`src/design/isa_pkg.sv`:
```
`default_nettype none

package isa_pkg;

    localparam int XLEN         = 32;
    localparam int REG_ADDR_LEN = 5;
    localparam int REG_NUM      = 32;

    // value doubles as the reservation station index
    typedef enum logic [1:0] {
        FU_ALU  = 2'd0,
        FU_LSU  = 2'd1,
        FU_MULT = 2'd2,
        FU_BTU  = 2'd3
    } fu_e;

    typedef enum logic [3:0] {
        ALU_ADD  = 4'd0,
        ALU_SUB  = 4'd1,
        ALU_SLT  = 4'd2,
        ALU_SLTU = 4'd3,
        ALU_AND  = 4'd4,
        ALU_OR   = 4'd5,
        ALU_XOR  = 4'd6,
        ALU_SLL  = 4'd7,
        ALU_SRL  = 4'd8,
        ALU_SRA  = 4'd9,
        ALU_MUL  = 4'd10,
        ALU_MULH = 4'd11,
        ALU_BEQ  = 4'd12,
        ALU_BNE  = 4'd13,
        ALU_BLT  = 4'd14,
        ALU_BGE  = 4'd15
    } alu_func_e;

    typedef struct packed {
        logic                    valid;
        fu_e                     fu;
        alu_func_e               alu_func;
        logic [REG_ADDR_LEN-1:0] dest;
        logic [REG_ADDR_LEN-1:0] src1;
        logic [REG_ADDR_LEN-1:0] src2;
        logic                    has_dest;
        logic [XLEN-1:0]         pc;
        logic [XLEN-1:0]         imm;
        // src1 is the pc
        logic                    pc_valid;
        // src2 is the immediate
        logic                    imm_valid;
    } decoded_pack_t;

endpackage

`default_nettype wire

```
`src/design/rename_pkg.sv`:
```
`default_nettype none

package rename_pkg;

    localparam int ROB_TAG_LEN = 4;
    localparam int ROB_SIZE    = 16;

    // where a source operand currently lives
    typedef enum logic [1:0] {
        DS_REGFILE = 2'b00,
        DS_PENDING = 2'b01,
        DS_ROB     = 2'b11
    } data_stat_e;

    typedef struct packed {
        logic                   busy;
        logic                   ready;
        logic [ROB_TAG_LEN-1:0] rob_tag;
    } map_entry_t;

    // architectural addresses handed to the map table
    typedef struct packed {
        logic [isa_pkg::REG_ADDR_LEN-1:0] src1;
        logic [isa_pkg::REG_ADDR_LEN-1:0] src2;
        logic [isa_pkg::REG_ADDR_LEN-1:0] dest;
        logic                             has_dest;
    } arch_reg_t;

    typedef struct packed {
        logic [isa_pkg::REG_ADDR_LEN-1:0] reg_addr;
        logic [ROB_TAG_LEN-1:0]           rob_tag;
        data_stat_e                       data_stat;
    } renamed_src_t;

    typedef struct packed {
        renamed_src_t src1;
        renamed_src_t src2;
    } renamed_pack_t;

    typedef struct packed {
        logic                     ready;
        logic [isa_pkg::XLEN-1:0] value;
    } operand_t;

    typedef struct packed {
        isa_pkg::fu_e             fu;
        isa_pkg::alu_func_e       func;
        logic [ROB_TAG_LEN-1:0]   tag_dest;
        logic [ROB_TAG_LEN-1:0]   tag_src1;
        logic [ROB_TAG_LEN-1:0]   tag_src2;
        logic                     ready_src1;
        logic                     ready_src2;
        logic [isa_pkg::XLEN-1:0] value_src1;
        logic [isa_pkg::XLEN-1:0] value_src2;
        logic [isa_pkg::XLEN-1:0] imm;
        logic [isa_pkg::XLEN-1:0] pc;
    } inst_rs_t;

    typedef struct packed {
        logic [isa_pkg::REG_ADDR_LEN-1:0] dest;
        logic                             has_dest;
        logic [isa_pkg::XLEN-1:0]         inst_pc;
        logic [isa_pkg::XLEN-1:0]         inst_npc;
    } inst_rob_t;

    typedef struct packed {
        logic                             busy;
        logic                             done;
        logic [isa_pkg::REG_ADDR_LEN-1:0] dest;
        logic                             has_dest;
        logic [isa_pkg::XLEN-1:0]         wb_data;
    } rob_entry_t;

    typedef struct packed {
        logic                     valid;
        logic [ROB_TAG_LEN-1:0]   tag;
        logic [isa_pkg::XLEN-1:0] data;
    } cdb_t;

    typedef struct packed {
        logic                             valid;
        logic [ROB_TAG_LEN-1:0]           tag;
        logic [isa_pkg::REG_ADDR_LEN-1:0] dest;
        logic                             has_dest;
        logic [isa_pkg::XLEN-1:0]         data;
    } retire_t;

endpackage

`default_nettype wire

```
`src/design/regfile.sv`:
```
`timescale 1ns/1ps
`default_nettype none

module regfile (
    input  logic                                            clk,
    input  logic                                            rst,
    input  rename_pkg::retire_t                             retire,
    output logic [isa_pkg::REG_NUM-1:0][isa_pkg::XLEN-1:0]  registers
);

    logic wr_en;

    // x0 never written, so it keeps its reset value
    assign wr_en = retire.valid && retire.has_dest && retire.dest != '0;

    // read side is the array itself
    always_ff @(posedge clk) begin
        if (rst) begin
            registers <= '0;
        end else if (wr_en) begin
            registers[retire.dest] <= retire.data;
        end
    end

endmodule

`default_nettype wire

```
`config.mk`:
```
export PLATFORM = sky130hd
export DESIGN_NAME = regfile
export DESIGN_NICKNAME = d
export VERILOG_FILES = /design/src/design/isa_pkg.sv /design/src/design/rename_pkg.sv /design/src/design/regfile.sv
export SDC_FILE = /design/constraint.sdc
export NUM_CORES = 2
export LEC_CHECK = 0
export BUFFER_PORTS_ARGS = -buffer_cell sky130_fd_sc_hd__buf_2
export CAP_MARGIN = 20
export CORE_AREA = 2 2 411 413
export CTS_CLUSTER_SIZE = 24
export DETAILED_ROUTE_END_ITERATION = 8
export DIE_AREA = 0 0 413 415
export HOLD_SLACK_MARGIN = 0.05
export PLACE_DENSITY = 0.45
export REMOVE_ABC_BUFFERS = 1
export SYNTH_ARGS = -nofsm -noshare
export SYNTH_HDL_FRONTEND = slang
export SYNTH_SLANG_ARGS = --single-unit
```
`constraint.sdc`:
```
create_clock -name clk -period 1.6 [get_ports clk]
set_input_delay 0.08 -clock clk [delete_from_list [all_inputs] [get_ports clk]]
set_output_delay 0.08 -clock clk [all_outputs]
set_load 0.02 [all_outputs]
```
==> flow_metrics.py <==
metrics = {
    "floorplan": {
        "die_x_um": 413,
        "dieArea_mm2": 0.171,
        "pin_count": 1069,
        "core.rowCount": 150,
        "core-area_mm2": 0.167,
        "die_h_um": 415,
        "start_util_pct": 23.4,
    },
    "sta": {
        "hold_violations": 0,
        "relSlewSlack_pct": 71.8,
        "worstMarginPinSlew_ns": 0.423,
        "skew_ns": 0,
        "timing.fmax_mhz": 639,
        "maxSlewViolCount": 0,
        "rsz0062_at_grt": "false",
        "finalCritPeriodShare_pct": 97.8,
        "setup_viol": 0,
        "period_needed_ns": 1.56,
        "totalNegativeSetupSlack_ns": 0,
    },
    "synth": {
        "synthFlopType": "dfxtp_1",
        "synth_area_leaders": "dfxtp_1 (53%), mux2i_1 (25%), nand2b_1 (16%)",
        "synth_warnings": 0,
        "syn_inst": 3430,
        "ys_types": 18,
        "async_reset_ff_share_pct": 0,
        "syn_area_mm2": 0.0390,
        "postSynthAreaPerCell_um2": 11.4,
        "synth_commonest_cells": "dfxtp_1 (1024), nand2b_1 (1024), mux2i_1 (992)",
        "synth_area_leader_cell": "dfxtp_1",
        "ys_seq_area_share_pct": 52.5,
        "synth_edf_count": 0,
        "yosysTopAreaCellShare_pct": 52.5,
        "ys_ff_latch": 1024,
    },
    "layout": {
        "top_register": "registers",
        "largest_reg_flops": 1024,
        "seq_area_mm2": 0.0205,
        "fin_util_pct": 31.4,
        "largestRegisters": "registers (1024)",
        "fin_nets": 4528,
        "multi_input_area_mm2": 0.0170,
        "stdcell_count": 6788,
        "final_layout_size_suffix_gt1_share_pct": 31.9,
        "fill_cells": 17213,
        "stdcell_area_mm2": 0.0523,
        "area_delta_synth_final_pct": 34.0,
    },
    "placed_design": {
        "dpl_cell_area_mm2": 0.0479,
        "port_buffers": 1064,
        "hpwl_mm": 114,
        "placedCellCount": 6524,
        "place.gp.congestion": 0.763,
    },
    "detailed_routing": {
        "vias_per_cell": 4.14,
        "wl_mm": 163,
        "firstDrtPassIters": 5,
        "num_vias": 28075,
        "wire_per_inst_um": 24.0,
        "drc": 0,
        "drt_iter0_drc": 1381,
        "ant_nets": 0,
    },
    "critical_path": {
        "critPathMaxStageDelay_ns": 0.58,
        "path_max_fanout": 16,
        "cp_num_buf_inv": 5,
        "cp_cell_sequence": "dlygate4sd3_1, buf_4, nor3_1, buf_4, nand2_8, buf_12, mux2i_1, dlygate4sd3_1",
        "arrival_ns": 2.19,
        "path_class": "primary input to flop",
        "critPathCaptureType": "flop",
        "cp-start-kind": "primary input",
        "slowest_stage": "dlygate4sd3_1",
        "cp_top_family": "buffers and inverters",
        "cp_data_required_time_ns": 2.22,
    },
    "power": {
        "ir_worst_vdd_mv": 0.913,
        "netSwitchingFraction_pct": 23.8,
        "power.internal_w": 0.0426,
        "switching_power_w": 0.0133,
        "p_leak_nw": 28.7,
        "combPwrFrac_pct": 5.2,
        "p_total_w": 0.0558,
        "power.density_mw_per_mm2": 1070,
        "pwr-share-seq_pct": 46.0,
        "power_frac_clock_pct": 48.8,
    },
    "grt": {
        "gr-total-overflow": 0,
        "grt_pass1_vias": 27779,
        "grt_max_degree": 107,
        "antenna_found_initial": 7,
        "grt_pass1_wl_mm": 223,
        "grt_use_total_pct": 18.2,
    },
    "clocking": {
        "cts_tree": "built",
        "clk_pin_slew_worst_paths_ns": 0.06,
        "ctsLongestPathBuffers": 3,
        "cts_htree_levels": 3,
        "clock-sinks": 1024,
        "cts-root-buf": "clkbuf_16",
        "clock_latency_ns": 0.72,
        "cts_made_buffers": 116,
    },
    "run_status": {
        "status": "completed",
    },
    "worst_hold_path": {
        "min_path_type": "primary input to flop",
    },
    "job": {
        "cap_violations": 0,
    },
}
==> metrics by stage <==
stage / hold WS, ns / worst slack [ns]
after floorplan: 0.152 / -0.749
after global placement: 0.448 / 0.0828
after detailed placement: 0.453 / 0.0694
after CTS: 0.0533 / 0.0440
after global routing: 0.0900 / 0.0108
final: 0.111 / 0.0355
==> final cells by class <==
type / count / share of cell area, %
multi-input combinational: 2091 / 32.6
timing repair buffer: 1250 / 15.4
clock inverter: 29 / 0.610
antenna: 6 / 0.0287
sequential: 1024 / 39.2
clock buffer: 184 / 6.87
tap: 2204 / 5.28
==> per-layer routing <==
metal	track usage [%]	up-vias	part of all wire, %
li1	-	13333	-
met4	4.67	0	2.2
met5	0	-	0
met2	31.7	825	50
met3	5.72	177	7.5
met1	21.4	13740	41
==> cell families (layout without fill, tap and decap cells) <==
group	count (synthesis)	count (layout)	share of synthesized area (%)
flops	1024	1024	52.5
other cells	0	6	0
buf+inv	315	1463	4.25
mux	992	992	25.4
simple gates	1099	1099	17.8
==> power groups by stage <==
stage | logic (W) | clock network [W] | registers (W)
finish | 0.00291 | 0.0273 | 0.0256
global route | 0.00304 | 0.0291 | 0.0256
CTS | 0.00298 | 0.0281 | 0.0256
detailed placement | 0.00289 | 0 | 0.0262
global placement | 0.00290 | 0 | 0.0262
floorplan | 0.000885 | 0 | 0.0263
==> path summary, 6_finish.rpt <==
kind,startpoint,to,slack (ns),cells after the start
min,retire[34],registers[903],0.11,6
min reg2reg,registers[23],registers[23],0.47,1
max reg2reg,registers[89],registers[89],0.47,3
max,retire[37],registers[89],0.04,8
==> cell usage in the layout (no fill, tap or decap), drive strengths merged <==
cell / instances
nand2: 30
dlygate4sd3: 40
and4b: 2
clkbuf: 185
nand2b: 1024
and3b: 3
inv: 2
and4: 1
dfxtp: 1024
nor3: 1
diode: 6
buf: 1209
nor2b: 32
clkinv: 22
and3: 1
bufinv: 3
nor3b: 3
nor4bb: 1
and2: 1
mux2i: 992
clkinvlp: 2
==> worst min-delay path: stages <==
cell,delay (ns)
buf_2,0.12
nor4bb_4,0.07
buf_12,0.14
nand2_2,0.10
buf_4,0.17
mux2i_1,0.08
==> what timing repair did <==
action / 4_1_cts / 5_1_grt
resized for setup: 0 / 4
buffers inserted: 0 / 4
setup endpoints to repair: 0 / 33
hold endpoints to repair: 1012 / 0
hold buffers: 40 / 0
Power figures use the tool's default switching activity.
