[config.mk]
export PLATFORM = sky130hd
export DESIGN_NAME = map_table
export DESIGN_NICKNAME = d
export VERILOG_FILES = /design/src/design/isa_pkg.sv /design/src/design/rename_pkg.sv /design/src/design/map_table.sv
export SDC_FILE = /design/constraint.sdc
export NUM_CORES = 1
export LEC_CHECK = 0
export BUFFER_PORTS_ARGS = -buffer_cell sky130_fd_sc_hd__buf_2
export CORE_MARGIN = 2
export CORE_UTILIZATION = 50
export DETAILED_ROUTE_END_ITERATION = 10
export PLACE_DENSITY = 0.71
export REMOVE_ABC_BUFFERS = 1
export SKIP_CTS_REPAIR_TIMING = 1
export SYNTH_ARGS = -nofsm -noshare
export SYNTH_HDL_FRONTEND = slang
export SYNTH_SLANG_ARGS = --single-unit
[constraint.sdc]
create_clock -name clk -period 3.4 [get_ports clk]
set_clock_uncertainty 0.05 [all_clocks]
set_input_delay 0.68 -clock clk [delete_from_list [all_inputs] [get_ports clk]]
set_output_delay 0.68 -clock clk [all_outputs]
set_load 0.005 [all_outputs]
[src/design/isa_pkg.sv]
`default_nettype none

package isa_pkg;

    localparam int XLEN         = 32;
    localparam int REG_ADDR_LEN = 5;
    localparam int REG_NUM      = 32;

    // value doubles as the reservation station index
    typedef enum logic [1:0] {
        FU_ALU  = 2'd0,
        FU_LSU  = 2'd1,
        FU_MULT = 2'd2,
        FU_BTU  = 2'd3
    } fu_e;

    typedef enum logic [3:0] {
        ALU_ADD  = 4'd0,
        ALU_SUB  = 4'd1,
        ALU_SLT  = 4'd2,
        ALU_SLTU = 4'd3,
        ALU_AND  = 4'd4,
        ALU_OR   = 4'd5,
        ALU_XOR  = 4'd6,
        ALU_SLL  = 4'd7,
        ALU_SRL  = 4'd8,
        ALU_SRA  = 4'd9,
        ALU_MUL  = 4'd10,
        ALU_MULH = 4'd11,
        ALU_BEQ  = 4'd12,
        ALU_BNE  = 4'd13,
        ALU_BLT  = 4'd14,
        ALU_BGE  = 4'd15
    } alu_func_e;

    typedef struct packed {
        logic                    valid;
        fu_e                     fu;
        alu_func_e               alu_func;
        logic [REG_ADDR_LEN-1:0] dest;
        logic [REG_ADDR_LEN-1:0] src1;
        logic [REG_ADDR_LEN-1:0] src2;
        logic                    has_dest;
        logic [XLEN-1:0]         pc;
        logic [XLEN-1:0]         imm;
        // src1 is the pc
        logic                    pc_valid;
        // src2 is the immediate
        logic                    imm_valid;
    } decoded_pack_t;

endpackage

`default_nettype wire

[src/design/rename_pkg.sv]
`default_nettype none

package rename_pkg;

    localparam int ROB_TAG_LEN = 4;
    localparam int ROB_SIZE    = 16;

    // where a source operand currently lives
    typedef enum logic [1:0] {
        DS_REGFILE = 2'b00,
        DS_PENDING = 2'b01,
        DS_ROB     = 2'b11
    } data_stat_e;

    typedef struct packed {
        logic                   busy;
        logic                   ready;
        logic [ROB_TAG_LEN-1:0] rob_tag;
    } map_entry_t;

    // architectural addresses handed to the map table
    typedef struct packed {
        logic [isa_pkg::REG_ADDR_LEN-1:0] src1;
        logic [isa_pkg::REG_ADDR_LEN-1:0] src2;
        logic [isa_pkg::REG_ADDR_LEN-1:0] dest;
        logic                             has_dest;
    } arch_reg_t;

    typedef struct packed {
        logic [isa_pkg::REG_ADDR_LEN-1:0] reg_addr;
        logic [ROB_TAG_LEN-1:0]           rob_tag;
        data_stat_e                       data_stat;
    } renamed_src_t;

    typedef struct packed {
        renamed_src_t src1;
        renamed_src_t src2;
    } renamed_pack_t;

    typedef struct packed {
        logic                     ready;
        logic [isa_pkg::XLEN-1:0] value;
    } operand_t;

    typedef struct packed {
        isa_pkg::fu_e             fu;
        isa_pkg::alu_func_e       func;
        logic [ROB_TAG_LEN-1:0]   tag_dest;
        logic [ROB_TAG_LEN-1:0]   tag_src1;
        logic [ROB_TAG_LEN-1:0]   tag_src2;
        logic                     ready_src1;
        logic                     ready_src2;
        logic [isa_pkg::XLEN-1:0] value_src1;
        logic [isa_pkg::XLEN-1:0] value_src2;
        logic [isa_pkg::XLEN-1:0] imm;
        logic [isa_pkg::XLEN-1:0] pc;
    } inst_rs_t;

    typedef struct packed {
        logic [isa_pkg::REG_ADDR_LEN-1:0] dest;
        logic                             has_dest;
        logic [isa_pkg::XLEN-1:0]         inst_pc;
        logic [isa_pkg::XLEN-1:0]         inst_npc;
    } inst_rob_t;

    typedef struct packed {
        logic                             busy;
        logic                             done;
        logic [isa_pkg::REG_ADDR_LEN-1:0] dest;
        logic                             has_dest;
        logic [isa_pkg::XLEN-1:0]         wb_data;
    } rob_entry_t;

    typedef struct packed {
        logic                     valid;
        logic [ROB_TAG_LEN-1:0]   tag;
        logic [isa_pkg::XLEN-1:0] data;
    } cdb_t;

    typedef struct packed {
        logic                             valid;
        logic [ROB_TAG_LEN-1:0]           tag;
        logic [isa_pkg::REG_ADDR_LEN-1:0] dest;
        logic                             has_dest;
        logic [isa_pkg::XLEN-1:0]         data;
    } retire_t;

endpackage

`default_nettype wire

[src/design/map_table.sv]
`timescale 1ns/1ps
`default_nettype none

module map_table (
    input  logic                                  clk,
    input  logic                                  rst,
    input  rename_pkg::arch_reg_t                 arch_srcs,
    input  logic                                  dispatch_fire,
    input  logic [rename_pkg::ROB_TAG_LEN-1:0]    alloc_tag,
    input  rename_pkg::cdb_t                      cdb,
    input  rename_pkg::retire_t                   retire,
    output rename_pkg::renamed_pack_t             renamed_pack
);

    rename_pkg::map_entry_t [isa_pkg::REG_NUM-1:0] map_q;

    // status of one source, no bypass from a cdb in flight
    function automatic rename_pkg::renamed_src_t lookup(
        input logic [isa_pkg::REG_ADDR_LEN-1:0] addr,
        input rename_pkg::map_entry_t           entry
    );
        rename_pkg::renamed_src_t src;
        src.reg_addr = addr;
        src.rob_tag  = entry.rob_tag;
        if (!entry.busy) begin
            src.data_stat = rename_pkg::DS_REGFILE;
        end else if (entry.ready) begin
            src.data_stat = rename_pkg::DS_ROB;
        end else begin
            src.data_stat = rename_pkg::DS_PENDING;
        end
        return src;
    endfunction

    assign renamed_pack.src1 = lookup(arch_srcs.src1, map_q[arch_srcs.src1]);
    assign renamed_pack.src2 = lookup(arch_srcs.src2, map_q[arch_srcs.src2]);

    // x0 is left out of the loop so it stays in the register file
    always_ff @(posedge clk) begin
        if (rst) begin
            map_q <= '0;
        end else begin
            for (int i = 1; i < isa_pkg::REG_NUM; i++) begin
                // release only if no newer writer took the register
                if (retire.valid && retire.has_dest &&
                    retire.dest == isa_pkg::REG_ADDR_LEN'(i) &&
                    map_q[i].busy && map_q[i].rob_tag == retire.tag) begin
                    map_q[i].busy  <= 1'b0;
                    map_q[i].ready <= 1'b0;
                end
                if (cdb.valid && map_q[i].busy && map_q[i].rob_tag == cdb.tag) begin
                    map_q[i].ready <= 1'b1;
                end
                // new rename wins over release and ready
                if (dispatch_fire && arch_srcs.has_dest &&
                    arch_srcs.dest == isa_pkg::REG_ADDR_LEN'(i)) begin
                    map_q[i].busy    <= 1'b1;
                    map_q[i].ready   <= 1'b0;
                    map_q[i].rob_tag <= alloc_tag;
                end
            end
        end
    end

endmodule

`default_nettype wire

==> results.tsv <==
metric	value	unit
status	complete, no violations	
crit path DAT	2.61	ns
# Max-Cap Violations	0	
TNS Setup	0	ns
Startpoint Class	input port	
ys flop type	dfxtp_1	
hold_sp	map_q[113]	
routed wire length	44600	microns
Regs by FF count	map_q: 186 flops	
largest net degree at the start of global routing	86	
cell taking the most area after synthesis	dfxtp_1	
layout cells sized above 1	17.7	%
CTS tree	yes	
final setup fails	0	
Syn Area/Cell	8.96	sq um
placed inst area	13600	sq um
Non-Filler Instances	1778	
Synth area leaders	dfxtp_1, mux4_2, xor2_1, a21oi_1, mux2i_1	
EDFF count, synth	0	
DRC	0	
CORE AREA	25300	sq um
Synth-to-Final Area Change	10.3	%
HP Class	flop to flop	
row count	58	
TritonCTS Buffers	17	
Bufs and invs on worst path	3	
Max stage delay cell, worst path	mux4_2	
drt pass-1 iters	6	
Fin. Hold Viols	0	
R2R Setup Slk	1.99	ns
measured slew at the worst slew-check pin	1.01	ns
crit-path cells	buf_2, buf_12, mux4_2, mux4_2, mux2_2, buf_2	
max reg flops	186	
port bufs	60	
Root Buffer Master	clkbuf_16	
final period utilization	98.1	%
number of fill cells in the layout	2225	
Syn Std Cell Area	12900	sq um
H-tree Lvls	4	
Reg2Reg Depth	5	
Routed Antenna Nets	0	
minimum clock period	3.34	ns
io pins	125	
largest register by flop count	map_q	
DIE AREA	27100	sq um
routed via count	11900	
Slew headroom	32.5	%
met2 GRT Util	52.1	%
Max stage delay on crit path	0.56	ns
post-synth top area share	28.9	%
hold path endpoint	map_q[113]	
first-pass GRT wire length	67300	microns
footprint of the multi-input gates	8500	sq um
VDD IR-drop max	0.374	mV
Final Util	56.3	%
Yosys Warn Count	0	
worst hold path depth	2	
clock sinks	186	
Fmax	0.300	GHz
initial DRC count	1734	
Nets	1535	
cell internal pwr	3.63	mW
fraction of registers with async set or reset after synthesis	0	%
routability cong.	1.00	
Clk Latency, worst-skew pair	0.45	ns
max-slew violations	0	
post-synth cell types	47	
Initial Utilization	51.0	%
CP Capture Type	primary output	
GR Util met1	43.0	%
critical path class	input port to primary output	
routed len/inst	25.1	microns
Clk pwr share	43.6	%
number of global-route vias before repair	11300	
Placed Cells incl. Taps	1743	
Reg clk slew, reported paths	0.07	ns
NetSw	1.47	mW
total area of sequential cells	3720	sq um
RSZ-0062 raised after global routing	false	
Via density	6.71	
Top delay family on crit path	multiplexers	
critical path fanouts, max	24	
total chip power	5.10	mW
Comb power frac	13.2	%
HPWL after detailed placement	30400	microns
P_leak	5.68	nW
Flop pwr share	43.1	%
GR Overflow Total	0	
CTS Buffer Depth	2	
fin area	14200	sq um
Die Span X	165	microns
Gate Count Post-Synth	1439	
die height	165	microns
register area share after synthesis	28.9	%
global routing's busiest layer	met2	
Crit path required time	2.67	ns
antenna violations before repair	2	
gr usage total	33.3	%
pwr dens	359	nW/um^2
Reg-to-Reg End	map_q[16]	
#FFs+latches synth	186	
Sw Ratio	28.8	%
Crit Reg-Reg Startpoint	map_q[14]	
M3 GR Usage	8.19	%
kinds of logic after synthesis:
logic type	after synthesis	synth area share [%]
multiplexers	169	22.9
flip-flops	186	28.9
buffers and inverters	149	5.14
AND/OR/NAND/NOR	449	16.3
AO/OA/AOI/OAI	250	10.7
XOR/XNOR	236	16.0
cell type report:
class,instances,area share (%)
multi-input combinational,1104,59.8
timing repair buffer,108,6.14
sequential,186,26.2
tap,330,2.90
clock inverter,14,1.39
clock buffer,18,3.09
antenna,3,0.0528
inverter,15,0.396
cell usage after synthesis, drive strengths merged (2+ instances only):
| cell type | instances |
|---|---|
| inv | 14 |
| a22oi | 3 |
| buf | 58 |
| nor2 | 108 |
| mux2i | 55 |
| nand2 | 109 |
| nand3b | 3 |
| nor3 | 73 |
| o211ai | 4 |
| a211oi | 3 |
| mux4 | 99 |
| and2 | 2 |
| nand4 | 16 |
| mux2 | 15 |
| or2 | 2 |
| xor2 | 192 |
| a222oi | 3 |
| nand3 | 69 |
| dfxtp | 186 |
| a32oi | 4 |
| o21ai | 70 |
| nor4 | 27 |
| nand2b | 3 |
| a221oi | 2 |
| a31oi | 2 |
| xnor2 | 44 |
| a21oi | 139 |
| clkbuf | 76 |
| nor2b | 11 |
| a22o | 9 |
| and3 | 19 |
| nor3b | 4 |
| o22ai | 4 |
power by group through the flow:
stage | clock network [mW] | registers (mW) | logic [mW]
floorplan | 0 | 2.25 | 0.240
global placement | 0 | 2.25 | 0.636
detailed placement | 0 | 2.25 | 0.649
global route | 2.31 | 2.20 | 0.703
CTS | 2.24 | 2.20 | 0.653
finish | 2.23 | 2.20 | 0.674
how the worst max path moves through the flow:
stage | start | to | cells after the start
2_1_floorplan | arch_srcs[11] | renamed_pack[12] | 4
3_5_place_dp | arch_srcs[11] | renamed_pack[14] | 7
5_1_grt | arch_srcs[6] | renamed_pack[1] | 8
6_report | arch_srcs[6] | renamed_pack[4] | 6
4_1_cts | arch_srcs[11] | renamed_pack[14] | 7
3_3_place_gp | arch_srcs[11] | renamed_pack[15] | 7
cell usage in the layout (no fill, tap or decap), types with 4 or more instances in the layout:
cell type,instances
dfxtp_1,186
nor4_1,27
nor3_1,73
nor2_1,108
buf_12,16
nor3b_1,4
a21oi_1,139
and3_1,19
clkbuf_16,17
a32oi_1,4
o211ai_1,4
mux4_2,99
nand4_1,16
a22o_1,9
buf_4,32
nor2b_1,11
xor2_1,192
buf_2,57
nand3_1,69
o21ai_0,70
inv_1,14
mux2i_1,55
xnor2_1,44
nand2_1,109
mux2_2,15
inv_6,6
o22ai_1,4
per-stage QoR:
step,setup slack [ns],hold WS (ns)
finish,0.0650,0.451
CTS,0.0686,0.452
global route,0.0190,0.494
floorplan,0.736,0.408
global placement,0.0857,0.442
detailed placement,0.0793,0.443
worst register-to-register path, stage by stage, from the launching register on:
cell and delay (ns):
dfxtp_1 0.37, xor2_1 0.19, nor3_1 0.28, nand4_1 0.15
a21oi_1 0.18, nor3_1 0.06
layer usage:
layer  vias up  wire length [microns]
met1      5753                  16800
met2       822                  20200
met4         2                   2470
met3       208                   5180
met5         -                     12
li1       5152                      -
Power figures use the tool's default switching activity.
