===== config.mk =====
export PLATFORM = sky130hd
export DESIGN_NAME = reorder_buffer
export DESIGN_NICKNAME = d
export VERILOG_FILES = /design/src/design/isa_pkg.sv /design/src/design/rename_pkg.sv /design/src/design/reorder_buffer.sv
export SDC_FILE = /design/constraint.sdc
export NUM_CORES = 1
export LEC_CHECK = 0
export BUFFER_PORTS_ARGS = -buffer_cell sky130_fd_sc_hd__buf_2
export CORE_AREA = 3 3 308 310
export CTS_CLUSTER_SIZE = 28
export DETAILED_ROUTE_END_ITERATION = 8
export DIE_AREA = 0 0 311 313
export PLACE_DENSITY = 0.53
export SLEW_MARGIN = 20
export SYNTH_ARGS = -nofsm -noshare
export SYNTH_HDL_FRONTEND = slang
export SYNTH_SLANG_ARGS = --single-unit

===== constraint.sdc =====
create_clock -name clk -period 6.3 [get_ports clk]
set_input_delay 0.945 -clock clk [delete_from_list [all_inputs] [get_ports clk]]
set_output_delay 0.945 -clock clk [all_outputs]
set_load 0.01 [all_outputs]

===== src/design/isa_pkg.sv =====
`default_nettype none

package isa_pkg;

    localparam int XLEN         = 32;
    localparam int REG_ADDR_LEN = 5;
    localparam int REG_NUM      = 32;

    // value doubles as the reservation station index
    typedef enum logic [1:0] {
        FU_ALU  = 2'd0,
        FU_LSU  = 2'd1,
        FU_MULT = 2'd2,
        FU_BTU  = 2'd3
    } fu_e;

    typedef enum logic [3:0] {
        ALU_ADD  = 4'd0,
        ALU_SUB  = 4'd1,
        ALU_SLT  = 4'd2,
        ALU_SLTU = 4'd3,
        ALU_AND  = 4'd4,
        ALU_OR   = 4'd5,
        ALU_XOR  = 4'd6,
        ALU_SLL  = 4'd7,
        ALU_SRL  = 4'd8,
        ALU_SRA  = 4'd9,
        ALU_MUL  = 4'd10,
        ALU_MULH = 4'd11,
        ALU_BEQ  = 4'd12,
        ALU_BNE  = 4'd13,
        ALU_BLT  = 4'd14,
        ALU_BGE  = 4'd15
    } alu_func_e;

    typedef struct packed {
        logic                    valid;
        fu_e                     fu;
        alu_func_e               alu_func;
        logic [REG_ADDR_LEN-1:0] dest;
        logic [REG_ADDR_LEN-1:0] src1;
        logic [REG_ADDR_LEN-1:0] src2;
        logic                    has_dest;
        logic [XLEN-1:0]         pc;
        logic [XLEN-1:0]         imm;
        // src1 is the pc
        logic                    pc_valid;
        // src2 is the immediate
        logic                    imm_valid;
    } decoded_pack_t;

endpackage

`default_nettype wire


===== src/design/rename_pkg.sv =====
`default_nettype none

package rename_pkg;

    localparam int ROB_TAG_LEN = 4;
    localparam int ROB_SIZE    = 16;

    // where a source operand currently lives
    typedef enum logic [1:0] {
        DS_REGFILE = 2'b00,
        DS_PENDING = 2'b01,
        DS_ROB     = 2'b11
    } data_stat_e;

    typedef struct packed {
        logic                   busy;
        logic                   ready;
        logic [ROB_TAG_LEN-1:0] rob_tag;
    } map_entry_t;

    // architectural addresses handed to the map table
    typedef struct packed {
        logic [isa_pkg::REG_ADDR_LEN-1:0] src1;
        logic [isa_pkg::REG_ADDR_LEN-1:0] src2;
        logic [isa_pkg::REG_ADDR_LEN-1:0] dest;
        logic                             has_dest;
    } arch_reg_t;

    typedef struct packed {
        logic [isa_pkg::REG_ADDR_LEN-1:0] reg_addr;
        logic [ROB_TAG_LEN-1:0]           rob_tag;
        data_stat_e                       data_stat;
    } renamed_src_t;

    typedef struct packed {
        renamed_src_t src1;
        renamed_src_t src2;
    } renamed_pack_t;

    typedef struct packed {
        logic                     ready;
        logic [isa_pkg::XLEN-1:0] value;
    } operand_t;

    typedef struct packed {
        isa_pkg::fu_e             fu;
        isa_pkg::alu_func_e       func;
        logic [ROB_TAG_LEN-1:0]   tag_dest;
        logic [ROB_TAG_LEN-1:0]   tag_src1;
        logic [ROB_TAG_LEN-1:0]   tag_src2;
        logic                     ready_src1;
        logic                     ready_src2;
        logic [isa_pkg::XLEN-1:0] value_src1;
        logic [isa_pkg::XLEN-1:0] value_src2;
        logic [isa_pkg::XLEN-1:0] imm;
        logic [isa_pkg::XLEN-1:0] pc;
    } inst_rs_t;

    typedef struct packed {
        logic [isa_pkg::REG_ADDR_LEN-1:0] dest;
        logic                             has_dest;
        logic [isa_pkg::XLEN-1:0]         inst_pc;
        logic [isa_pkg::XLEN-1:0]         inst_npc;
    } inst_rob_t;

    typedef struct packed {
        logic                             busy;
        logic                             done;
        logic [isa_pkg::REG_ADDR_LEN-1:0] dest;
        logic                             has_dest;
        logic [isa_pkg::XLEN-1:0]         wb_data;
    } rob_entry_t;

    typedef struct packed {
        logic                     valid;
        logic [ROB_TAG_LEN-1:0]   tag;
        logic [isa_pkg::XLEN-1:0] data;
    } cdb_t;

    typedef struct packed {
        logic                             valid;
        logic [ROB_TAG_LEN-1:0]           tag;
        logic [isa_pkg::REG_ADDR_LEN-1:0] dest;
        logic                             has_dest;
        logic [isa_pkg::XLEN-1:0]         data;
    } retire_t;

endpackage

`default_nettype wire


===== src/design/reorder_buffer.sv =====
`timescale 1ns/1ps
`default_nettype none

module reorder_buffer (
    input  logic                                               clk,
    input  logic                                               rst,
    input  logic                                               dispatch_fire,
    input  rename_pkg::inst_rob_t                              inst_rob,
    input  rename_pkg::cdb_t                                   cdb,
    output logic [rename_pkg::ROB_TAG_LEN-1:0]                 alloc_tag,
    output logic                                               rob_full,
    output rename_pkg::rob_entry_t [rename_pkg::ROB_SIZE-1:0]  rob,
    output rename_pkg::retire_t                                retire
);

    localparam int TW = rename_pkg::ROB_TAG_LEN;

    logic [TW-1:0] head;
    logic [TW-1:0] tail;
    logic [TW:0]   count;

    logic [rename_pkg::ROB_SIZE-1:0]  busy_q;
    logic [rename_pkg::ROB_SIZE-1:0]  done_q;
    logic [rename_pkg::ROB_SIZE-1:0]  has_dest_q;
    logic [isa_pkg::REG_ADDR_LEN-1:0] dest_q [rename_pkg::ROB_SIZE];
    logic [isa_pkg::XLEN-1:0]         data_q [rename_pkg::ROB_SIZE];

    logic retire_fire;

    assign alloc_tag   = tail;
    assign rob_full    = count == (TW + 1)'(rename_pkg::ROB_SIZE);
    assign retire_fire = busy_q[head] & done_q[head];

    // whole array goes to the dispatcher for rob-ready operands
    always_comb begin
        for (int i = 0; i < rename_pkg::ROB_SIZE; i++) begin
            rob[i].busy     = busy_q[i];
            rob[i].done     = done_q[i];
            rob[i].dest     = dest_q[i];
            rob[i].has_dest = has_dest_q[i];
            rob[i].wb_data  = data_q[i];
        end
    end

    always_ff @(posedge clk) begin
        if (rst) begin
            head   <= '0;
            tail   <= '0;
            count  <= '0;
            busy_q <= '0;
            done_q <= '0;
        end else begin
            if (dispatch_fire) begin
                busy_q[tail] <= 1'b1;
                done_q[tail] <= 1'b0;
                tail         <= tail + 1'b1;
            end
            if (cdb.valid) begin
                done_q[cdb.tag] <= 1'b1;
            end
            if (retire_fire) begin
                busy_q[head] <= 1'b0;
                done_q[head] <= 1'b0;
                head         <= head + 1'b1;
            end
            count <= count + {{TW{1'b0}}, dispatch_fire} - {{TW{1'b0}}, retire_fire};
        end
    end

    // wb_data stays after retire, readers still see it until the regfile write
    always_ff @(posedge clk) begin
        if (dispatch_fire) begin
            dest_q[tail]     <= inst_rob.dest;
            has_dest_q[tail] <= inst_rob.has_dest;
        end
        if (cdb.valid) begin
            data_q[cdb.tag] <= cdb.data;
        end
    end

    always_ff @(posedge clk) begin
        retire.tag      <= head;
        retire.dest     <= dest_q[head];
        retire.has_dest <= has_dest_q[head];
        retire.data     <= data_q[head];
        if (rst) begin
            retire.valid <= 1'b0;
        end else begin
            retire.valid <= retire_fire;
        end
    end

    // dispatcher has to respect rob_full
    no_alloc_when_full: assert property (
        @(posedge clk) disable iff (rst) dispatch_fire |-> !rob_full
    );

    // one result per tag, and only for an instruction still in flight
    cdb_to_live_entry: assert property (
        @(posedge clk) disable iff (rst) cdb.valid |-> busy_q[cdb.tag] && !done_q[cdb.tag]
    );

endmodule

`default_nettype wire


==> results of run 1 <==
[sequential cells by signal (all words and copies together), names as in the netlist]
name / cells
data_q: 512
alloc_tag: 4
retire: 43
count: 5
busy_q: 16
has_dest_q: 16
dest_q: 80
head: 4
done_q: 16
[final timing paths]
kind               from    endpoint  slack (ns)  cells past startpoint
max reg2reg     head[2]    count[4]        2.36                     14
max             head[2]    count[4]        2.36                     14
min          busy_q[11]  busy_q[11]        0.52                      2
min reg2reg  busy_q[11]  busy_q[11]        0.52                      2
[critical path: stages (launching register included)]
cell	delay, ns
dfxtp_4	0.67
buf_4	0.63
o21ai_0	0.23
a211oi_2	0.53
nor3_2	0.12
ha_1	0.30
inv_1	0.04
ha_1	0.18
inv_1	0.08
fa_1	0.22
inv_1	0.05
a21oi_1	0.14
nor2_1	0.06
or3_1	0.34
a21oi_1	0.14
[area by class of cell]
class | count | area share [%]
flip-flops and latches | 696 | 59.2
multi-input cells | 391 | 16.9
repair buffers | 766 | 11.6
clock buffers | 105 | 6.43
well taps | 1243 | 4.59
clock inverters | 38 | 1.05
inverters | 28 | 0.310
[power by group through the flow]
stage | Sequential [mW] | Clock (mW) | Combinational, mW
3_5_place_dp | 5.43 | 0 | 1.71
4_1_cts | 5.34 | 4.58 | 1.71
5_1_grt | 5.35 | 4.79 | 1.81
2_1_floorplan | 5.44 | 0 | 1.12
3_3_place_gp | 5.43 | 0 | 1.69
6_report | 5.34 | 4.48 | 1.68
[cells in the mapped netlist, types with 3 or more instances]
| library cell | instances | area share [%] |
|---|---|---|
| edfxtp_1 | 608 | 70 |
| mux4_2 | 190 | 16 |
| dfxtp_1 | 88 | 6.8 |
| nor2_1 | 36 | 0.52 |
| inv_1 | 28 | 0.40 |
| nand2_1 | 28 | 0.40 |
| a311oi_1 | 24 | 0.81 |
| a21oi_1 | 22 | 0.42 |
| buf_2 | 18 | 0.35 |
| clkbuf_1 | 15 | 0.22 |
| buf_1 | 14 | 0.20 |
| ha_1 | 14 | 0.67 |
| buf_4 | 11 | 0.32 |
| a211oi_1 | 8 | 0.23 |
| nand3_1 | 8 | 0.15 |
| nor3_1 | 6 | 0.12 |
| buf_6 | 5 | 0.22 |
| nand4_1 | 5 | 0.12 |
| nor2b_1 | 5 | 0.12 |
| nor3b_1 | 5 | 0.14 |
| nand2b_1 | 4 | 0.096 |
| nand3b_1 | 4 | 0.12 |
| xor2_1 | 4 | 0.13 |
| o21ai_0 | 3 | 0.058 |
[kinds of logic after synthesis]
family / Yosys count / synth area share, %
adders and majority gates: 15 / 0.749
muxes: 192 / 16.5
buffers and inverters: 91 / 1.70
DFF: 696 / 76.8
and+or+nand+nor: 113 / 2.19
AOI/OAI and AO/OA: 65 / 1.88
xor gates and xnor gates: 6 / 0.202
[metal layers]
metal	wire length, um	share of wire (%)	up-vias	global-route usage, %
li1	-	-	6493	-
met1	37500	39	8577	24.1
met2	48200	51	860	32.5
met3	6950	7.3	158	4.61
met4	2620	2.7	0	5.72
met5	0	0	-	0
[cells in the final DEF (no fill, tap or decap), types with 4 or more instances in the layout]
| cell type | netlist | final |
|---|---|---|
| a211oi_1 | 8 | 8 |
| a21oi_1 | 22 | 22 |
| a311oi_1 | 24 | 24 |
| buf_2 | 18 | 733 |
| buf_4 | 11 | 32 |
| bufinv_16 | 0 | 5 |
| clkbuf_1 | 15 | 19 |
| clkbuf_16 | 0 | 82 |
| clkbuf_8 | 0 | 4 |
| clkinv_1 | 0 | 10 |
| clkinv_2 | 0 | 13 |
| clkinvlp_4 | 0 | 4 |
| dfxtp_1 | 88 | 84 |
| dfxtp_4 | 0 | 4 |
| edfxtp_1 | 608 | 608 |
| ha_1 | 14 | 14 |
| inv_1 | 28 | 28 |
| mux4_2 | 190 | 190 |
| nand2_1 | 28 | 28 |
| nand2b_1 | 4 | 4 |
| nand3_1 | 8 | 8 |
| nand3b_1 | 4 | 4 |
| nand4_1 | 5 | 5 |
| nor2_1 | 36 | 30 |
| nor2_4 | 0 | 6 |
| nor2b_1 | 5 | 5 |
| nor3_2 | 1 | 6 |
| xor2_1 | 4 | 4 |
==> summary.md, run 1 <==
| Metric | Value |
|---|---|
| Outcome | finished, final reports clean |
| GPL Wtd Cong | 0.848 |
| Fin Setup TNS | 0 ns |
| Syn_nets | 1303 |
| RSZ-0062 raised after global routing | no |
| Setup bufs post-CTS | 0 |
| Port Buffer Count | 733 |
| Antenna violations before repair | 3 |
| Worst IR drop on VDD | 234 uV |
| Ys flop type | edfxtp_1 |
| Placed Cells | 3124 |
| Part of the power in the clock network | 39.0% |
| Synth warnings | 0 |
| Gate power share | 14.6% |
| Core area | 91900 um^2 |
| Switching share of power | 24.7% |
| Startpoint types | flip-flop |
| Worst Setup End Kind | flip-flop |
| Die area | 97300 um^2 |
| MaxCap Viol Count | 0 |
| Mean area per synthesized cell | 22.1 um^2 |
| Critical path type | reg2reg |
| Nets | 2086 |
| Ports | 798 |
| Overflow after GRT | 0 |
| Antenna-violating nets left | 0 |
| First drt pass iteration count | 5 |
| WL per Instance | 29.2 um |
| Tightest Hold Check Type | reg2reg |
| Final Non-Filler Cells | 3267 |
| Vias in the first global route | 16500 |
| HPWL after detailed placement | 66.4 mm |
| Clk Latency, worst-skew pair | 0.64 ns |
| Library cells used by synthesis | 46 |
| Slew @ Worst Pin | 0.995 ns |
| CTS tree | yes |
| # clock sinks | 696 |
| Final WL | 95.3 mm |
| Clock buffer count from CTS | 78 |
| Starting Density | 28.4% |
| Period utilization | 62.6% |
| Area Overhead vs Synth | 29.9% |
| Design Power | 11.5 mW |
| Post-route cell area | 33900 um^2 |
| Max Fclk | 0.254 GHz |
| Clk buf depth | 3 |
| FF+latch count, synth | 696 |
| Psw | 2.84 mW |
| Diodes inserted | 0 |
| Largest net degree at the start of global routing | 78 |
| Row cnt | 111 |
| Hold slack | 0.520 ns |
| Fin util | 36.8% |
| Layout cells sized above 1 | 54.2% |
| Int Pwr | 8.66 mW |
| Worst Clk Skew | 0.0274 ns |
| Die W | 311 um |
| Final Slew Violations | 0 |
| Synth Instances | 1178 |
| Post-placement cell area | 31300 um^2 |
| Synthesized cell area | 26100 um^2 |
| Vias per cell | 4.92 |
| Post-synthesis sequential area ratio | 76.8% |
| P_leak | 12.2 nW |
| Seq pwr share | 46.4% |
| Post-synthesis async set-or-reset flop share | 0% |
| Worst slack at placement | 2.38 ns |
| Clock period minus worst slack | 3.94 ns |
| Starting DRT DRC Count | 1595 |
| First-pass GRT wire length | 133 mm |
| H-tree depth | 3 |
| Critical Path RT | 6.86 ns |
| Pwr Density | 340 nW/um^2 |
| Number of fill cells | 8677 |
| Final Hold Vio Count | 0 |
| All-Layer GR Usage | 19.1% |
| Die height | 313 um |
| CP max FO | 35 |
| # DRC | 0 |
| Setup violators final | 0 |
| EDFF count, synth | 608 |
| Worst path arrival time | 4.51 ns |
| Final worst setup slack | 2.36 ns |
| CTS clk-pin slew, worst paths | 0.06 ns |
| CTS hold repair buffers | 0 |
| Post-cts resize count | 0 |
| Multi-input gate area | 5710 um^2 |
| Max-slew headroom | 33.7% |
| FF+latch area | 20000 um^2 |
| Clock tree root driver cell | clkbuf_16 |
| Vias | 16100 |
No activity file was read; power rests on OpenSTA's default activity.
==> run 2: changes to the inputs <==
- clock period: 6.3 -> 3.65 ns (I/O delays scaled with it)
==> summary.md, run 2 (synthesis results as in run 1) <==
| Metric | Value |
|---|---|
| Critical path type | reg2reg |
| Die W | 311 um (unchanged) |
| Startpoint types | flip-flop |
| Worst Hold Path EP | data_q[11][30] |
| Post-route cell area | 34100 um^2 (+0.82%) |
| Worst Hold Depth | 1 (-1) |
| Worst Setup End Kind | flip-flop |
| Clock tree root driver cell | clkbuf_16 |
| First drt pass iteration count | 5 (unchanged) |
| Worst IR drop on VDD | 331 uV (+42%) |
| Setup violators final | 0 (unchanged) |
| Antenna violations before repair | 1 (-2) |
| Post-placement cell area | 31500 um^2 (+0.43%) |
| CTS clk-pin slew, worst paths | 0.07 ns (about the same) |
| Starting Density | 28.4% (unchanged) |
| H-tree depth | 3 (unchanged) |
| # DRC | 0 (unchanged) |
| # clock sinks | 696 (unchanged) |
| Vias in the first global route | 16500 (-0.24%) |
| Max FFs per register | 512 (unchanged) |
| RSZ-0062 raised after global routing | no |
| Clk buf depth | 3 (unchanged) |
| Largest net degree at the start of global routing | 73 (-6.4%) |
| All-Layer GR Usage | 19.5% (+0.40 points) |
| Row cnt | 111 (unchanged) |
| Worst Clk Skew | 0.0253 ns (-0.00206 ns) |
| Setup bufs post-CTS | 0 (unchanged) |
| CTS tree | yes |
| R2r setup slk | 0.55 ns (-1.81 ns) |
| Overflow after GRT | 0 (unchanged) |
| Vias | 16400 (+1.7%) |
| WL per Instance | 30.0 um (+2.9%) |
| Worst path arrival time | 3.66 ns (-0.85 ns) |
| Die area | 97300 um^2 (unchanged) |
| Port Buffer Count | 733 (unchanged) |
| Clock period minus worst slack | 3.10 ns (-0.839 ns) |
| Period utilization | 85.0% (+22 points) |
| Tightest Hold Check Type | in2reg |
| HP Start | cdb[30] |
| Commonest non-fill, non-tap cell in the layout | buf_2 |
| Die height | 313 um (unchanged) |
| Clk Latency, worst-skew pair | 0.65 ns (about the same) |
| Final Hold Vio Count | 0 (unchanged) |
| Pwr Density | 593 nW/um^2 (+75%) |
| Post-cts resize count | 0 (unchanged) |
| First-pass GRT wire length | 134 mm (+0.92%) |
| Number of fill cells | 8702 (+0.29%) |
| Outcome | finished, final reports clean |
| Hold slack | 0.289 ns (-0.232 ns) |
| Crit Reg-Reg Endpoint | count[4] |
| Top reg by flops | data_q |
| Core area | 91900 um^2 (unchanged) |
| Layout cells sized above 1 | 54.7% (+0.50 points) |
| Worst r2r src | head[2] |
| Clock buffer count from CTS | 77 (-1.3%) |
| Area Overhead vs Synth | 31.0% |
| Ports | 798 (unchanged) |
| CTS hold repair buffers | 0 (unchanged) |
| Slew @ Worst Pin | 1.08 ns (+0.0891 ns) |
| Starting DRT DRC Count | 1730 (+8.5%) |
| Final WL | 98.3 mm (+3.2%) |
| HPWL after detailed placement | 70.0 mm (+5.5%) |
| Reg2reg path depth | 14 (unchanged) |
| Critical Path RT | 4.20 ns (-2.66 ns) |
| Most frequent cells in the layout | 733 x buf_2, 608 x edfxtp_1, 190 x mux4_2, 84 x dfxtp_1, 79 x clkbuf_16 |
| Final Slew Violations | 0 (unchanged) |
| P_leak | 12.3 nW (+1.1%) |
| MaxCap Viol Count | 0 (unchanged) |
| Antenna-violating nets left | 0 (unchanged) |
| CP max FO | 17 (-51%) |
| Design Power | 20.3 mW (+76%) |
| Max-slew headroom | 27.7% (-5.9 points) |
| GPL Wtd Cong | 0.903 (+6.4%) |
| Vias per cell | 4.99 (+1.3%) |
| Top Registers | data_q (512), dest_q (80), retire (43) |
| Max Fclk | 0.322 GHz (+27%) |
| Nets | 2094 (+0.38%) |
==> run 2: per-layer routing <==
| metal | up-vias | track usage [%] | wire [um] | share of wire (%) |
|---|---|---|---|---|
| met3 | 158 | 5.24 | 8000 | 8.1 |
| met1 | 8751 | 24.4 | 38400 | 39 |
| met5 | - | 0 | 13 | 0.013 |
| li1 | 6507 | - | - | - |
| met4 | 2 | 6.05 | 2640 | 2.7 |
| met2 | 938 | 33.0 | 49300 | 50 |
==> run 2: cell type report <==
cell class                      instances  area [um^2]  area share (%)
Multi-Input combinational cell        391         5740            16.8
Tap cell                             1243         1560            4.55
Antenna cell                            3         7.51          0.0220
Sequential cell                       696        20000            58.7
Inverter                               28          105           0.308
Timing Repair Buffer                  775         4030            11.8
Clock inverter                         50          621            1.82
Clock buffer                           93         2050            6.00
==> run 2: worst max path at each step <==
stage / startpoint / endpoint / slack, ns
after floorplan: cdb[36] / data_q[8][0] / -0.09
after global placement: head[2] / count[4] / 0.50
after detailed placement: head[2] / count[4] / 0.55
after CTS: head[2] / count[4] / 0.55
after global routing: head[2] / count[4] / 0.39
final: head[2] / count[4] / 0.55
==> run 2: per-stage QoR <==
stage	cells	setup WS [ns]	util, %	setup TNS, ns
5_1_grt	3276	0.393	37.1	0
3_3_place_gp	3133	0.497	34.2	0
2_1_floorplan	1178	-0.0942	-	-9.02
3_5_place_dp	3133	0.555	34.2	0
6_report	3279	0.546	37.1	0
4_1_cts	3276	0.545	37.1	0
==> run 2: where the power goes <==
| group | switching (mW) | internal (mW) |
|---|---|---|
| combinational | 1.55 | 1.42 |
| clock | 3.28 | 4.83 |
| sequential | 0.196 | 8.97 |
| total | 5.03 | 15.2 |
==> run 2: worst max-delay path, cell delays in order (launching register included) <==
cell	delay, ns
dfxtp_4	0.48
buf_4	0.41
a21oi_1	0.13
o211ai_2	0.34
nor3_2	0.12
ha_1	0.29
inv_1	0.04
ha_1	0.19
inv_1	0.08
fa_1	0.21
inv_1	0.05
a21oi_1	0.15
nor2_1	0.07
or3_1	0.34
a21oi_1	0.14
==> run 3: changes to the inputs <==
- CORE_AREA: 3 3 308 310 -> 3 3 312 314
- DIE_AREA: 0 0 311 313 -> 0 0 315 317
- PLACE_DENSITY: 0.53 -> 0.52
==> summary.md, run 3 (synthesis results as in run 1) <==
| Metric | Value |
|---|---|
| Worst Hold Depth | 1 (unchanged) |
| Commonest non-fill, non-tap cell in the layout | buf_2 |
| Top reg by flops | data_q |
| Vias | 16100 (-1.3%) |
| RSZ-0062 raised after global routing | no |
| All-Layer GR Usage | 19.2% (-0.30 points) |
| Max-slew headroom | 34.9% (+7.1 points) |
| Area Overhead vs Synth | 31.0% (about the same) |
| WL per Instance | 30.0 um (about the same) |
| GPL Wtd Cong | 0.843 (-6.7%) |
| Worst IR drop on VDD | 387 uV (+17%) |
| Crit path cell chain | buf_4, buf_4, mux4_2, mux4_2 |
| CP max FO | 43 (+26) |
| Max FFs per register | 512 (unchanged) |
| Slowest stage delay, CP | 0.71 ns (+0.23 ns) |
| Die area | 99900 um^2 (+2.6%) |
| H-tree depth | 3 (unchanged) |
| Worst path arrival time | 3.48 ns (-0.18 ns) |
| Vias in the first global route | 16300 (-1.0%) |
| CTS tree | yes |
| Worst r2r src | head[0] |
| Critical path type | reg2reg |
| Port Buffer Count | 733 (unchanged) |
| Startpoint types | flip-flop |
| Pwr Density | 589 nW/um^2 (-0.80%) |
| R2r setup slk | 0.68 ns (+0.14 ns) |
| Outcome | finished, final reports clean |
| Die W | 315 um (+1.3%) |
| First-pass GRT wire length | 133 mm (-0.89%) |
| Starting Density | 27.5% (-0.88 points) |
| Slew @ Worst Pin | 0.977 ns (-0.107 ns) |
| First drt pass iteration count | 5 (unchanged) |
| MaxCap Viol Count | 0 (unchanged) |
| Core area | 94900 um^2 (+3.2%) |
| Clock buffer count from CTS | 81 (+5.2%) |
| Clock tree root driver cell | clkbuf_16 |
| Slowest cell on crit path | buf_4 |
| Max Fclk | 0.337 GHz (+4.5%) |
| Worst Clk Skew | 0.0175 ns (-0.00788 ns) |
| Crit path to | retire[3] |
| Reg2reg path depth | 4 (-10) |
| Top Registers | data_q (512), dest_q (80), retire (43) |
| Antenna violations before repair | 3 (+2) |
| Setup violators final | 0 (unchanged) |
| HPWL after detailed placement | 68.8 mm (-1.7%) |
| Post-cts resize count | 0 (unchanged) |
| Worst Setup End Kind | flip-flop |
| Crit path from | head[0] |
| Clk buf depth | 3 (unchanged) |
| # DRC | 0 (unchanged) |
| Largest net degree at the start of global routing | 56 (-23%) |
| Layout cells sized above 1 | 54.7% (about the same) |
| Crit Reg-Reg Endpoint | retire[3] |
| Final worst setup slack | 0.681 ns (+0.135 ns) |
| Final Slew Violations | 0 (unchanged) |
| Antenna-violating nets left | 0 (unchanged) |
| Most frequent cells in the layout | 733 x buf_2, 608 x edfxtp_1, 190 x mux4_2, 84 x dfxtp_1, 83 x clkbuf_16 |
| Row cnt | 113 (+1.8%) |
| Clk Latency, worst-skew pair | 0.65 ns (about the same) |
| P_leak | 12.3 nW (-0.13%) |
| Tightest Hold Check Type | in2reg |
| CTS hold repair buffers | 0 (unchanged) |
| CTS clk-pin slew, worst paths | 0.06 ns (about the same) |
| Overflow after GRT | 0 (unchanged) |
| Number of fill cells | 8974 (+3.1%) |
| Starting DRT DRC Count | 1623 (-6.2%) |
| Final WL | 99.1 mm (+0.77%) |
| Final Hold Vio Count | 0 (unchanged) |
| Vias per cell | 4.88 (-2.1%) |
| Fin Setup TNS | 0 ns (unchanged) |
| Worst slack at placement | 0.615 ns (+0.0601 ns) |
| # clock sinks | 696 (unchanged) |
| Period utilization | 81.3% (-3.7 points) |
| Setup bufs post-CTS | 0 (unchanged) |
| Ports | 798 (unchanged) |
| Die height | 317 um (+1.3%) |
| Clock period minus worst slack | 2.97 ns (-0.135 ns) |
| Nets | 2096 (+0.096%) |
| Hold slack | 0.275 ns (-0.0140 ns) |
| Critical Path RT | 4.16 ns (-0.04 ns) |
run 3: changes by cell type in the layout (fill, tap and decap cells not counted), sizes merged:
cell and delta:
buf -2, bufinv -6, clkbuf +12, clkinv -2
clkinvlp +2, diode -2, inv +2
run 3: cell type report:
cell class / instances / area [um^2] / share of cell area [%]
clock buffer: 105 / 2200 / 6.44
multi-input combinational: 391 / 5740 / 16.8
antenna: 1 / 2.50 / 0.00733
tap: 1265 / 1580 / 4.63
inverter: 28 / 105 / 0.308
timing repair buffer: 773 / 4080 / 11.9
clock inverter: 46 / 417 / 1.22
sequential: 696 / 20000 / 58.6
run 3: stage by stage:
stage / std cells / power (mW) / area [um^2] / utilization (%)
detailed placement: 3153 / 12.3 / 31500 / 33.2
finish: 3305 / 20.1 / 34200 / 36.0
CTS: 3304 / 20.4 / 34200 / 36.0
global route: 3304 / 20.9 / 34200 / 36.0
global placement: 3153 / 12.3 / 31500 / 33.2
floorplan: 1178 / 11.3 / 26100 / -
run 3: power by group:
| part | switching, mW | internal (mW) | leakage [nW] |
|---|---|---|---|
| combinational | 1.56 | 1.41 | 4.77 |
| sequential | 0.182 | 8.97 | 6.22 |
| clock | 3.34 | 4.64 | 1.28 |
| total | 5.08 | 15.0 | 12.3 |
run 3: how the worst min path moves through the flow:
stage / from / to / slack, ns
after floorplan: head[3] / retire[41] / 0.36
after CTS: cdb[22] / data_q[3][22] / 0.20
after global routing: cdb[22] / data_q[3][22] / 0.24
final: cdb[1] / data_q[7][1] / 0.27
after global placement: busy_q[0] / busy_q[0] / 0.50
after detailed placement: busy_q[0] / busy_q[0] / 0.51
run 3: layer usage:
metal | track usage [%] | vias up | share of wire, % | wire length (um)
li1 | - | 6523 | - | -
met1 | 23.9 | 8612 | 39 | 38200
met2 | 32.3 | 852 | 50 | 49400
met3 | 5.42 | 147 | 8.7 | 8610
met4 | 6.15 | 2 | 2.9 | 2840
met5 | 0 | - | 0.013 | 13
run 3: worst max-delay path: cells and delay by family, from the launching register on:
kind,cells,cell delay [ns]
buffers and inverters,2,1.28
multiplexers,2,1.09
flip-flops,1,0.39
